==> config.mk <==
export PLATFORM = sky130hd
export DESIGN_NAME = sdram_slot_seq
export DESIGN_NICKNAME = d
export VERILOG_FILES = /design/src/hdl/sdram_pkg.sv /design/src/hdl/sdram_slot_seq.sv
export SDC_FILE = /design/constraint.sdc
export NUM_CORES = 1
export LEC_CHECK = 0
export ABC_AREA = 1
export BUFFER_PORTS_ARGS = -buffer_cell sky130_fd_sc_hd__buf_2
export CORE_MARGIN = 2
export CORE_UTILIZATION = 42
export DETAILED_ROUTE_END_ITERATION = 16
export PLACE_DENSITY = 0.77
export RECOVER_POWER = 50
export SYNTH_ARGS = -nofsm -noshare
export SYNTH_HDL_FRONTEND = slang
export SYNTH_SLANG_ARGS = --single-unit
==> constraint.sdc <==
create_clock -name mem_clk -period 2.1 [get_ports mem_clk]
set_clock_uncertainty 0.1 [all_clocks]
set_input_delay 0.315 -clock mem_clk [delete_from_list [all_inputs] [get_ports mem_clk]]
set_output_delay 0.315 -clock mem_clk [all_outputs]
set_load 0.1 [all_outputs]
==> src/hdl/sdram_pkg.sv <==
/*
 * Shared definitions for the SDRAM controller
 *   SDRAM command codes, init steps and slot states
 *   Field widths and CPU byte address layout
 *   Init wait lengths and the mode register word
 *   Address-line union with mode and access views
 */

package sdram_pkg;

	localparam int BANK_W     = 2;
	localparam int ROW_W      = 13;
	localparam int COL_W      = 9;
	localparam int DQ_W       = 16;

	// CPU byte address is {bank, row, column, byte select}
	localparam int COL_LSB    = 1;
	localparam int ROW_LSB    = COL_LSB + COL_W;
	localparam int BANK_LSB   = ROW_LSB + ROW_W;
	localparam int CPU_ADDR_W = BANK_LSB + BANK_W;

	localparam int TIMER_W    = 16;

	// Waits after each init command, in mem_clk cycles
	localparam logic [TIMER_W-1:0] T_RP_CYC  = 16'd5;
	localparam logic [TIMER_W-1:0] T_RFC_CYC = 16'd15;
	localparam logic [TIMER_W-1:0] T_MRD_CYC = 16'd2;

	// {cs_n, ras_n, cas_n, we_n}
	typedef enum logic [3:0] {
		CMD_MODE_SET      = 4'b0000,
		CMD_REFRESH       = 4'b0001,
		CMD_PRECHARGE_ALL = 4'b0010,
		CMD_ACTIVATE      = 4'b0011,
		CMD_WRITE         = 4'b0100,
		CMD_READ          = 4'b0101,
		CMD_NOP           = 4'b0111,
		CMD_DESELECT      = 4'b1111
	} sdr_cmd_t;

	typedef enum logic [2:0] {
		SLOT_ACTIVATE, SLOT_NOP1, SLOT_NOP2, SLOT_READ_OR_WRITE,
		SLOT_NOP3, SLOT_NOP4, SLOT_DATA_FETCH, SLOT_END
	} slot_state_t;

	// Each step is named after the command whose wait it covers
	typedef enum logic [2:0] {
		INIT_FIRST_WAIT, INIT_PRECHARGE, INIT_REFRESH1,
		INIT_REFRESH2, INIT_MODE_SET, INIT_READY
	} init_step_t;

	typedef union packed {
		struct packed {
			logic [1:0] bank;
			logic [2:0] reserved;
			logic       write_burst;      // 1 = single location write
			logic [1:0] op_mode;
			logic [2:0] cas_lat;
			logic       addr_type;        // 0 = sequential
			logic [2:0] burst_len;
		} mode;
		struct packed {
			logic [BANK_W-1:0] bank;
			union packed {
				logic [ROW_W-1:0] row;
				struct packed {
					logic [1:0]       rsvd_hi;
					logic             auto_pre;   // A10
					logic             rsvd_lo;
					logic [COL_W-1:0] col;
				} cmd;
			} line;
		} access;
	} sdr_addr_u;

	// CAS latency 2, single write, sequential, burst of one
	localparam sdr_addr_u MODE_WORD = 15'b00_000_1_00_010_0_000;

endpackage

==> src/hdl/sdram_slot_seq.sv <==
/*
 * Access slot sequencer
 *   Eight-state slot counter, free running once ready
 *   CPU request capture and busy flag
 *   Refresh request latch and per-slot decision
 */

module sdram_slot_seq (
	input  logic                                mem_clk,
	input  logic                                clk21m,
	input  logic                                ready,
	input  logic                                rd,
	input  logic                                wr,
	input  logic                                refresh_req,
	input  logic [sdram_pkg::CPU_ADDR_W-1:0]    address,
	input  logic [7:0]                          wdata,
	input  logic                                read_done,
	output sdram_pkg::slot_state_t              slot_state,
	output logic                                slot_run,
	output logic                                do_refresh,
	output logic                                req_valid,
	output logic                                req_write,
	output logic                                busy,
	output logic [sdram_pkg::CPU_ADDR_W-1:0]    req_addr,
	output logic [7:0]                          req_wdata
);
	import sdram_pkg::*;

	logic accept;
	logic slot_start;
	logic slot_done;
	logic req_pend;        // Captured, not yet given a slot
	logic refresh_pend;

	assign accept     = (rd | wr) & ~busy & ready;
	assign slot_start = ready & (~slot_run | (slot_state == SLOT_END));
	// Write is finished once its data cycle is past
	assign slot_done  = read_done |
		(req_valid & req_write & (slot_state == SLOT_DATA_FETCH));

	// ----------------------------------------------------------------------
	// Slot counter
	// ----------------------------------------------------------------------
	always_ff @(posedge mem_clk or posedge clk21m) begin
		if (clk21m) begin
			slot_run   <= 1'b0;
			slot_state <= SLOT_ACTIVATE;
		end
		else begin
			slot_run <= ready;
			if (slot_run) begin
				slot_state <= slot_state_t'(slot_state + 3'd1);    // Wraps to activate
			end
		end
	end

	// ----------------------------------------------------------------------
	// Request and refresh bookkeeping
	// ----------------------------------------------------------------------
	always_ff @(posedge mem_clk or posedge clk21m) begin
		if (clk21m) begin
			busy         <= 1'b0;
			req_pend     <= 1'b0;
			refresh_pend <= 1'b0;
			do_refresh   <= 1'b0;
			req_valid    <= 1'b0;
		end
		else begin
			if (accept) begin
				busy <= 1'b1;
			end
			else if (slot_done) begin
				busy <= 1'b0;
			end

			// Refresh wins the slot, the CPU request waits one more
			if (slot_start) begin
				do_refresh <= refresh_pend;
				req_valid  <= req_pend & ~refresh_pend;
			end

			if (accept) begin
				req_pend <= 1'b1;
			end
			else if (slot_start && !refresh_pend) begin
				req_pend <= 1'b0;
			end

			if (refresh_req) begin
				refresh_pend <= 1'b1;
			end
			else if (slot_start) begin
				refresh_pend <= 1'b0;
			end
		end
	end

	// Request payload, stable while busy
	always_ff @(posedge mem_clk) begin
		if (accept) begin
			req_addr  <= address;
			req_wdata <= wdata;
			req_write <= wr;
		end
	end

endmodule

======== After elaboration in Yosys (flattened, before gate mapping) ========
Index checks and enable logic that the tools add are counted.
storage, ports and cells
  flip-flop bits (word level) ............. 43
  word-level logic and storage cells ...... 36
  bits of input ports ..................... 40
operators by class
  bitwise logic cells ..................... 12
  eq/ne operators ......................... 2
  multiplexer cells ....................... 6
  $add $sub $neg .......................... 1
  reduce and logical (&&, ||, !) cells .... 5
operators with widths
  operator                                     count
  bitwise AND 1 bit                            6
  equality test 3 bit, second input constant   2
  two-way mux 1 bit                            6
  nonzero test 2 bit                           3
  adder 3 x 1 -> 3 bit, second input constant  1
  inverter 1 bit                               3
  OR 1 bit                                     3
  logical AND 1 bit                            1
  logical NOT 1 bit                            1

======== Depth between registers and ports, before layout ========
Gate-level depths: netlist of the first run.
  depth after elaboration ................. 6
  mapped depth ............................ 7

======== Worst setup path after synthesis of the first run ========
Ideal clock, no wire load.
  path type ............................... flip-flop to flip-flop
  from .................................... reg busy
  to ...................................... reg req_addr[0] (netlist name) (enable)
  arrival time ............................ 1672 ps
  setup slack ............................. -61 ps
  stages on the path, launching flop included .. 4
  buffers on the path ..................... 0
  setup time .............................. 389 ps
  period minus slack after synthesis ...... 2161 ps
  data required time ...................... 1611 ps
  cells stage by stage .................... dfrtp_1 inv_1 nand2_1 inv_1
between the ends
  cells in the longest elaborated chain, start to end .. 3
ends and longest elaborated chain
  item                            RTL line               RTL
  from (decl)                     sdram_slot_seq.sv:23   output logic busy,
  from (signal assigned)          sdram_slot_seq.sv:62   busy <= 1'b0;
  from (signal assigned)          sdram_slot_seq.sv:70   busy <= 1'b1;
  from (signal assigned)          sdram_slot_seq.sv:73   busy <= 1'b0;
  inverter 1 bit                  sdram_slot_seq.sv:35   assign accept = (rd | wr) & ~busy & ready;
  bitwise AND 1 bit (2 in a row)  sdram_slot_seq.sv:35
  net accept                      sdram_slot_seq.sv:29   logic accept;
  to (signal assigned)            sdram_slot_seq.sv:101  req_addr <= address;
  to (decl)                       sdram_slot_seq.sv:24   output logic [sdram_pkg::CPU_ADDR_W-1:0] req_addr,
The timed path passes the listed nets, and every way through them passes these cells.
A chain may end at the register's enable or synchronous reset.

======== Final worst setup path of the first run ========
  from .................................... reg busy
  to ...................................... reg req_addr[16] (netlist name) (enable)
Same word-level chain as after synthesis.

==> results.yml, run 1 <==
outcome:
  outcome: "finished, final reports clean"
clock_tree:
  tritoncts: "done"
  cts_buffers: 5
  clk_latency_ns: 0.33
  cts_sinks: 43
  cts_max_level: 2
  cts_setup_buffers: 0
  path_clk_slew_ns: 0.12
  clockBufferDepth: 2
  clockRootBuffer: "clkbuf_4"
  cts_resized: 0
synthesis:
  syn-num-nets: 123
  yosys.area.top_type: "edfxtp_1"
  synth_compound_area_frac: 0.0105
  synthArstFlopShare: 0.209
  synth_fa_ha_area_frac: 0.0263
  yosysMostFrequentCell: "edfxtp_1"
  synth_seq_cells: 43
  ys_seq_area_frac: 0.872
  synth_common_cells: "34 x edfxtp_1, 14 x nand2_1, 9 x dfrtp_1, 9 x inv_1"
  avgSynthCellArea_sq_um: 17.9
  synth_simple_gate_area_frac: 0.0613
  synth_warnings: 0
  synthTopCellsByArea: "edfxtp_1 71%, dfrtp_1 16%, nand2_1 3.7%"
  synth_xor_area_frac: 0.00613
  synthMuxAreaShare: 0
  yosys_most_used_dff: "edfxtp_1"
  synth_top_family_by_area: "simple AND/OR/NAND/NOR gates"
  yosysTopAreaCellShare: 0.715
  synth.cell_area_sq_mm: 0.00143
  synth.distinct_cells: 11
  netlist_instances: 80
  synth-edff-count: 34
timing:
  final-hold-violation-count: 0
  max_slew_margin: 0.552
  finalCritPeriodShare: 0.804
  worstMarginPinSlew_ns: 0.670
  setup_violations: 0
  rsz0062_at_grt: "false"
  period_needed_ns: 1.69
  drv_slew: 0
  fin_tns_setup_ns: 0
  layout_setup_ws_ns: 0.411
  fmax_ghz: 0.592
place:
  port_buffers: 80
  dp_hpwl_um: 1950
  pre_cts_slack_ns: 0.230
  gp_congestion: 0.715
  dpl_cell_area_sq_mm: 0.00189
pwr:
  p_leak_uw: 0.000911
  finalPower_uw: 2400
  ir_drop_mv: 1.09
  p_per_area_mw_per_mm2: 1220
final_layout:
  multiInputGateArea_sq_um: 144
  utilization: 0.596
  fillers: 262
  seqCellArea_sq_mm: 0.00125
  nNetsFinal: 211
  diodes: 0
  fin_area_sq_mm: 0.00197
  syn_to_final_growth_pct: 38.0
  drive_gt1_frac: 0.521
hold_path:
  hp-class: "input port to flip-flop"
  holdPathStages: 1
setup_path:
  cpPeakStageDelay_ns: 0.58
  critPathTopFamily: "buffers and inverters"
  critPathMaxFanout: 34
  cp-start-kind: "flip-flop"
  crit_required_ns: 1.88
  path_buf_inv: 2
  critPathCaptureType: "flip-flop"
  worst-path-stages: 3
  crit_chain: "inv_1, nand2_1, clkinvlp_4"
  slowest_stage: "clkinvlp_4"
  reg2reg_depth: 3
  critical_path_class: "flip-flop to flip-flop"
  crit_arrival_ns: 1.47
global_route:
  grt_max_degree: 35
  grt.overflow.total: 0
  track_usage: 0.139
  antenna_found_initial: 0
  grt_pass1_vias: 880
  grt_pass1_wl_um: 4080
die:
  fp.dieArea_sq_mm: 0.00388
  die_h_um: 62.3
  io_pins: 81
  dieWidth_um: 62.3
  initial_core_util: 0.432
  rows: 21
  core_sq_mm: 0.00331
route:
  drtIter0Drc: 25
  route.final.wire_length_um: 2560
  post_drt_wl_per_cell_um: 11.9
  drc: 0
  viasPerCell: 4.45
  ant_nets: 0
  drtPass1Iterations: 4
  vias: 956
job:
  cap_violations: 0
-- worst register-to-register path: stages (launching register included) --
cell,delay (ns)
dfrtp_2,0.37
inv_1,0.04
nand2_1,0.14
clkinvlp_4,0.58
-- repair_timing --
action	CTS	global route
hold buffers	1	0
setup endpoints to repair	0	0
endpoints found under the hold margin	9	0
-- metal layers --
metal	vias up	GRT usage	share of wire	wire length, um
met5	-	0	0	0
met4	0	0.0667	0.011	27
met3	3	0.0616	0.12	316
met2	66	0.207	0.46	1180
met1	432	0.176	0.41	1040
li1	455	-	-	-
-- worst paths after layout --
check,from,endpoint,slack [ns]
min in group asynchronous,clk21m,slot_state[1],0.36
max in group asynchronous,clk21m,busy,1.27
min reg2reg,refresh_pend,refresh_pend,0.40
min,ready,slot_run,0.03
max reg2reg,busy,req_addr[16],0.41
max,busy,req_addr[16],0.41
-- placed cells by master, fill, tap and decap left out, drive strengths merged --
cell	Yosys	routed
bufinv	0	1
edfxtp	34	34
nand3	1	1
ha	3	3
dlygate4sd3	0	1
clkinvlp	0	1
nor2	3	3
nand4	1	1
nand2	16	16
clkbuf	0	17
buf	0	68
clkinv	0	2
inv	9	8
o21ai	3	3
xor2	1	1
dfrtp	9	9
-- cell type report --
class                   instances  area share
well taps                      46      0.0292
multi-input cells              28      0.0730
inverters                       9      0.0190
flip-flops and latches         43       0.633
clock buffers                   5      0.0190
repair buffers                 81       0.207
clock inverters                 3      0.0197
-- per-stage QoR --
| step | hold WS [ns] | cells |
|---|---|---|
| after global routing | 0.0114 | 215 |
| after detailed placement | 0.190 | 206 |
| after floorplan | 0.0429 | 80 |
| after global placement | 0.184 | 206 |
| after CTS | 0.0150 | 215 |
| final | 0.0349 | 215 |
-- state kept, by name, indices dropped and copies added, names as in the netlist --
signal and count:
slot_state 3, req_addr 25, do_refresh 1, req_wdata 8, req_write 1, req_valid 1
busy 1, refresh_pend 1, slot_run 1, req_pend 1
-- cell families after synthesis --
group / Yosys count
simple gates: 21
fa+ha+maj: 3
flops: 43
buf+inv: 9
compound gates: 3
xor+xnor: 1
-- where the power goes --
| part | switching (uW) | total (uW) | internal [uW] |
|---|---|---|---|
| Sequential | 56.1 | 1080 | 1020 |
| Combinational | 718 | 836 | 118 |
| Clock | 238 | 483 | 245 |
| Total | 1010 | 2400 | 1390 |
Note: power is estimated with default switching activity, not from simulation.
==> inputs of run 2 (changes only) <==
--- a/config.mk
+++ b/config.mk
@@ -5,12 +5,12 @@
 export SDC_FILE = /design/constraint.sdc
 export NUM_CORES = 1
 export LEC_CHECK = 0
-export ABC_AREA = 1
+export ABC_AREA = 0
 export BUFFER_PORTS_ARGS = -buffer_cell sky130_fd_sc_hd__buf_2
 export CORE_MARGIN = 2
-export CORE_UTILIZATION = 42
+export CORE_UTILIZATION = 43
 export DETAILED_ROUTE_END_ITERATION = 16
-export PLACE_DENSITY = 0.77
+export PLACE_DENSITY = 0.78
 export RECOVER_POWER = 50
 export SYNTH_ARGS = -nofsm -noshare
 export SYNTH_HDL_FRONTEND = slang
==> constraint.sdc (replaced) <==
create_clock -name mem_clk -period 1.7 [get_ports mem_clk]
set_clock_uncertainty 0.1 [all_clocks]
set_input_delay 0.255 -clock mem_clk [delete_from_list [all_inputs] [get_ports mem_clk]]
set_output_delay 0.255 -clock mem_clk [all_outputs]
set_load 0.1 [all_outputs]
==> run 2 against run 1 <==
Core utilization rose by 19 points. Synthesized area increased by 0.61%. Register-to-register slack worse by 0.32 ns. Non-clock buffer count increased by 39. Routed wire length increased by 36%. Sequential share of layout area is 12 points lower. Highest routed layer unchanged. Fmax rose by 5.1%. Count of clock-buffer cells in the layout is 1 higher. Via count rose by 14%. Combinational power grew 52%. Design area is 24% higher.
==> results.yml, run 2 <==
outcome:
  outcome: "finished, final reports clean"
setup_path:
  critPathCaptureType: "flip-flop"
  reg2reg_depth: 5
  crit-reg2reg-launch: "slot_state[0]"
  crit_required_ns: 1.82
  cp-start-kind: "flip-flop"
  crit_start: "slot_state[0]"
  critical_path_class: "flip-flop to flip-flop"
  rrSetupSlack_ns: 0.09
  critPathMaxFanout: 4
  crit_arrival_ns: 1.73
  timing.rr.end: "do_refresh"
route:
  post_drt_wl_per_cell_um: 14.6
  viasPerCell: 4.58
  drtIter0Drc: 21
  drtPass1Iterations: 3
  route.final.wire_length_um: 3480
  ant_nets: 0
  drc: 0
  vias: 1091
hold_path:
  hold_start: "rd"
  hp-class: "input port to flip-flop"
  min_to: "req_pend"
  holdPathStages: 4
place:
  port_buffers: 80
  pre_cts_slack_ns: 0.118
  gp_congestion: 0.736
  dp_hpwl_um: 1960
  dpl_cell_area_sq_mm: 0.00196
final_layout:
  fin_area_sq_mm: 0.00244
  seqCellArea_sq_mm: 0.00126
  fillers: 178
  drive_gt1_frac: 0.521
  final_common_cell: "buf_2"
  top_register: "req_addr"
  syn_to_final_growth_pct: 69.9
  diodes: 0
  largest_reg_flops: 25
  nNetsFinal: 236
  multiInputGateArea_sq_um: 201
  top_regs: "req_addr x25, req_wdata x8, slot_state x3"
  layout_common_cells: "65 x buf_2, 38 x dlygate4sd3_1, 34 x edfxtp_1"
die:
  fp.dieArea_sq_mm: 0.00382
  dieWidth_um: 61.8
  initial_core_util: 0.460
  core_sq_mm: 0.00313
  io_pins: 81
  rows: 20
  die_h_um: 61.8
clock_tree:
  path_clk_slew_ns: 0.11
  clockBufferDepth: 2
  cts_sinks: 43
  tritoncts: "done"
  clockRootBuffer: "clkbuf_4"
  cts_buffers: 5
  clk_latency_ns: 0.33
  cts_max_level: 2
global_route:
  grt_pass1_vias: 1080
  antenna_found_initial: 0
  grt_max_degree: 34
  grt_pass1_wl_um: 4800
  grt.overflow.total: 0
  track_usage: 0.187
synthesis:
  syn-num-nets: 109
  yosysTopAreaCellShare: 0.710
  avgSynthCellArea_sq_um: 21.8
  yosysMostFrequentCell: "edfxtp_1"
  synth-edff-count: 34
  synth_seq_cells: 43
  synth_warnings: 0
  synth.distinct_cells: 19
  synthArstFlopShare: 0.209
  yosys.area.top_type: "edfxtp_1"
  synth.cell_area_sq_mm: 0.00144
  netlist_instances: 66
  yosys_most_used_dff: "edfxtp_1"
  synth_common_cells: "34 x edfxtp_1, 9 x dfrtp_1, 4 x inv_1, 3 x ha_1, 2 x mux2_4"
  ys_seq_area_frac: 0.867
  synthTopCellsByArea: "edfxtp_1 71%, dfrtp_1 16%, ha_1 2.6%"
timing:
  setup_violations: 0
  layout_setup_ws_ns: 0.0925
  drv_slew: 0
  whs_ns: 0.226
  final-hold-violation-count: 0
  max_slew_margin: 0.634
  finalCritPeriodShare: 0.946
  period_needed_ns: 1.61
  rsz0062_at_grt: "false"
  fmax_ghz: 0.622
  fin_tns_setup_ns: 0
  worstMarginPinSlew_ns: 0.551
pwr:
  p_per_area_mw_per_mm2: 1400
  ir_drop_mv: 1.58
  p_leak_uw: 0.00105
job:
  cap_violations: 0
==> run 2: changes by cell type in the layout (fill, tap and decap cells not counted), sizes merged, moves of 3 or more <==
cell,previous run,this run
clkbuf,17,21
dlygate4sd3,1,38
inv,8,3
mux2,0,3
nand2,16,1
==> run 2: how the worst max path moves through the flow <==
| stage | endpoint | slack, ns | cells after the start |
|---|---|---|---|
| 3_5_place_dp | req_valid | 0.12 | 5 |
| 4_1_cts | req_addr[5] | 0.03 | 5 |
| 3_3_place_gp | do_refresh | 0.15 | 5 |
| 6_report | do_refresh | 0.09 | 5 |
| 2_1_floorplan | req_addr[0] | -0.19 | 3 |
| 5_1_grt | do_refresh | 0.04 | 5 |
==> run 2: area by class of cell <==
cell class / count / area share
flip-flops and latches: 43 / 0.516
repair buffers: 120 / 0.330
clock buffers: 6 / 0.0169
well taps: 44 / 0.0225
clock inverters: 2 / 0.0246
multi-input cells: 19 / 0.0825
inverters: 4 / 0.00768
==> run 2: where the power goes <==
group | switching [uW] | internal (uW)
clock | 298 | 459
sequential | 98.4 | 1290
combinational | 982 | 292
total | 1380 | 2050
==> run 2: kinds of logic after synthesis <==
family | count (synthesis) | synth area share
simple gates | 7 | 0.0392
xor+xnor | 1 | 0.00609
buf+inv | 4 | 0.0104
compound gates | 5 | 0.0226
fa+ha+maj | 3 | 0.0261
mux | 3 | 0.0287
flops | 43 | 0.867
==> run 2: per-layer routing <==
| layer | part of all wire | track usage |
|---|---|---|
| met1 | 0.39 | 0.193 |
| met4 | 0.010 | 0.0729 |
| met2 | 0.52 | 0.355 |
| met3 | 0.081 | 0.0518 |
| met5 | 0 | 0 |
==> run 2: critical path: stages (launching register included) <==
cell,delay [ns]
dfrtp_4,0.53
ha_4,0.18
ha_4,0.16
nor2b_4,0.10
nand2b_4,0.14
mux2_4,0.29
==> run 2: metrics by stage <==
step	utilization	total power, uW	instances
final	0.781	3420	238
after CTS	0.779	3440	237
after detailed placement	0.625	2620	191
after floorplan	-	2400	66
after global routing	0.781	3560	238
after global placement	0.625	2600	191
==> run 2: what timing repair did <==
item / CTS / global route
endpoints found under the hold margin: 46 / 0
endpoints found under the setup margin: 0 / 33
setup buffers: 0 / 1
hold buffers: 38 / 0
resized for setup: 0 / 0
==> inputs of run 3 (changes only) <==
--- a/config.mk
+++ b/config.mk
@@ -10,8 +10,8 @@
 export CORE_MARGIN = 2
 export CORE_UTILIZATION = 43
 export DETAILED_ROUTE_END_ITERATION = 16
-export PLACE_DENSITY = 0.78
-export RECOVER_POWER = 50
+export PLACE_DENSITY_LB_ADDON = 0.15
+export RECOVER_POWER = 25
 export SYNTH_ARGS = -nofsm -noshare
 export SYNTH_HDL_FRONTEND = slang
 export SYNTH_SLANG_ARGS = --single-unit
==> run 3 against run 2 <==
Design area down 0.92%. Worst hold slack worse by 0.0071 ns. Clock power down 17%. Die area unchanged. First-iteration DRC count up 19%. Count of clock-buffer cells in the layout down 1. Final cell count up 0.42%. Largest cell class unchanged. Highest routed layer unchanged.
==> results.yml, run 3 (same netlist as run 2, synthesis figures left out) <==
setup_path:
  path_buf_inv: 1
  critical_path_class: "flip-flop to output pin"
  critPathCaptureType: "output pin"
  slowest_stage: "dfrtp_4"
  rrSetupSlack_ns: 0.12
  crit_arrival_ns: 1.24
  critPathTopFamily: "flip-flops"
  crit_chain: "buf_2"
  critPathMaxFanout: 4
  timing.rr.end: "do_refresh"
  crit_required_ns: 1.34
  reg2reg_depth: 5
  crit-reg2reg-launch: "slot_state[0]"
  cp-start-kind: "flip-flop"
  cpPeakStageDelay_ns: 0.47
pwr:
  power.share.combinational: 0.384
  p_per_area_mw_per_mm2: 1360
  p_leak_uw: 0.00105
  ir_drop_mv: 1.28
  p_sw_frac: 0.424
  seqPwrFrac: 0.424
  p_switching_uw: 1390
  clkPwrFrac: 0.192
  p_int_uw: 1890
clock_tree:
  cts_resized: 0
  tritoncts: "done"
  clockBufferDepth: 2
  path_clk_slew_ns: 0.12
  clk_latency_ns: 0.34
  cts_buffers: 5
  cts_sinks: 43
  cts_max_level: 2
  clockRootBuffer: "clkbuf_4"
place:
  port_buffers: 80
  dp_hpwl_um: 2110
  dpl_cell_area_sq_mm: 0.00195
  placed_cells: 192
  gp_congestion: 0.741
timing:
  fmax_ghz: 0.627
  max_slew_margin: 0.670
  setup_violations: 0
  finalCritPeriodShare: 0.938
  final-hold-violation-count: 0
  drv_slew: 0
  rsz0062_at_grt: "false"
  period_needed_ns: 1.59
  worstMarginPinSlew_ns: 0.498
outcome:
  outcome: "finished, final reports clean"
die:
  dieWidth_um: 61.8
  core_sq_mm: 0.00313
  rows: 20
  fp.dieArea_sq_mm: 0.00382
  io_pins: 81
  die_h_um: 61.8
  initial_core_util: 0.460
job:
  cap_violations: 0
global_route:
  grt_pass1_wl_um: 4570
  grt_max_degree: 23
  grt_pass1_vias: 1025
  grt.overflow.total: 0
  antenna_found_initial: 0
  track_usage: 0.175
hold_path:
  min_to: "req_pend"
  hp-class: "input port to flip-flop"
  holdPathStages: 4
  hold_start: "rd"
final_layout:
  nNetsFinal: 237
  largest_reg_flops: 25
  layout_common_cells: "80 x buf_2, 38 x dlygate4sd3_1, 34 x edfxtp_1"
  top_register: "req_addr"
  syn_to_final_growth_pct: 68.3
  drive_gt1_frac: 0.538
  fin_cells: 239
  final_common_cell: "buf_2"
  top_regs: "req_addr x25, req_wdata x8, slot_state x3"
  diodes: 0
  fin_area_sq_mm: 0.00242
route:
  viasPerCell: 4.28
  route.final.wire_length_um: 3150
  drtPass1Iterations: 3
  vias: 1022
  post_drt_wl_per_cell_um: 13.2
  ant_nets: 0
  drtIter0Drc: 25
  drc: 0
==> run 3: repair_timing <==
action / CTS / global route
endpoints found under the hold margin: 46 / 0
hold buffers: 38 / 0
setup buffers: 0 / 1
endpoints found under the setup margin: 0 / 22
==> run 3: worst max-delay path by stage <==
stage	start	to	slack [ns]	cells past startpoint
finish	slot_state[0]	slot_state[0]	0.11	1
global route	slot_run	slot_run	0.03	1
CTS	wr	req_addr[7]	0.04	5
detailed placement	slot_state[0]	req_valid	0.12	5
global placement	slot_state[1]	do_refresh	0.15	5
floorplan	busy	req_addr[0]	-0.19	3
==> run 3: final cells by class <==
class	instances	area, sq um
inverter	4	18.8
timing repair buffer	121	803
multi-input combinational	19	201
fill	200	708
sequential	43	1260
clock inverter	3	43.8
clock buffer	5	37.5
tap	44	55.1
==> run 3: through the flow <==
step	hold slack [ns]	setup TNS, ns	total power [uW]	util	setup slack [ns]
after floorplan	-0.0172	-6.56	2400	-	-0.191
after global placement	0.134	0	2590	0.624	0.145
after detailed placement	0.134	0	2610	0.624	0.116
after CTS	0.163	0	3310	0.771	0.0353
after global routing	0.193	0	3420	0.774	0.0341
final	0.219	0	3280	0.774	0.106
==> run 3: power groups by stage <==
stage	logic [uW]	registers, uW	clock network (uW)
6_report	1260	1390	630
5_1_grt	1320	1410	695
4_1_cts	1260	1390	650
3_5_place_dp	1200	1420	0
3_3_place_gp	1190	1400	0
2_1_floorplan	193	2210	0
==> run 3: metal layers <==
layer | up-vias | GRT usage | part of all wire
met5 | - | 0 | 0
met4 | 0 | 0.0638 | 0.013
met3 | 5 | 0.0683 | 0.061
met2 | 42 | 0.298 | 0.54
met1 | 474 | 0.200 | 0.38
li1 | 501 | - | -
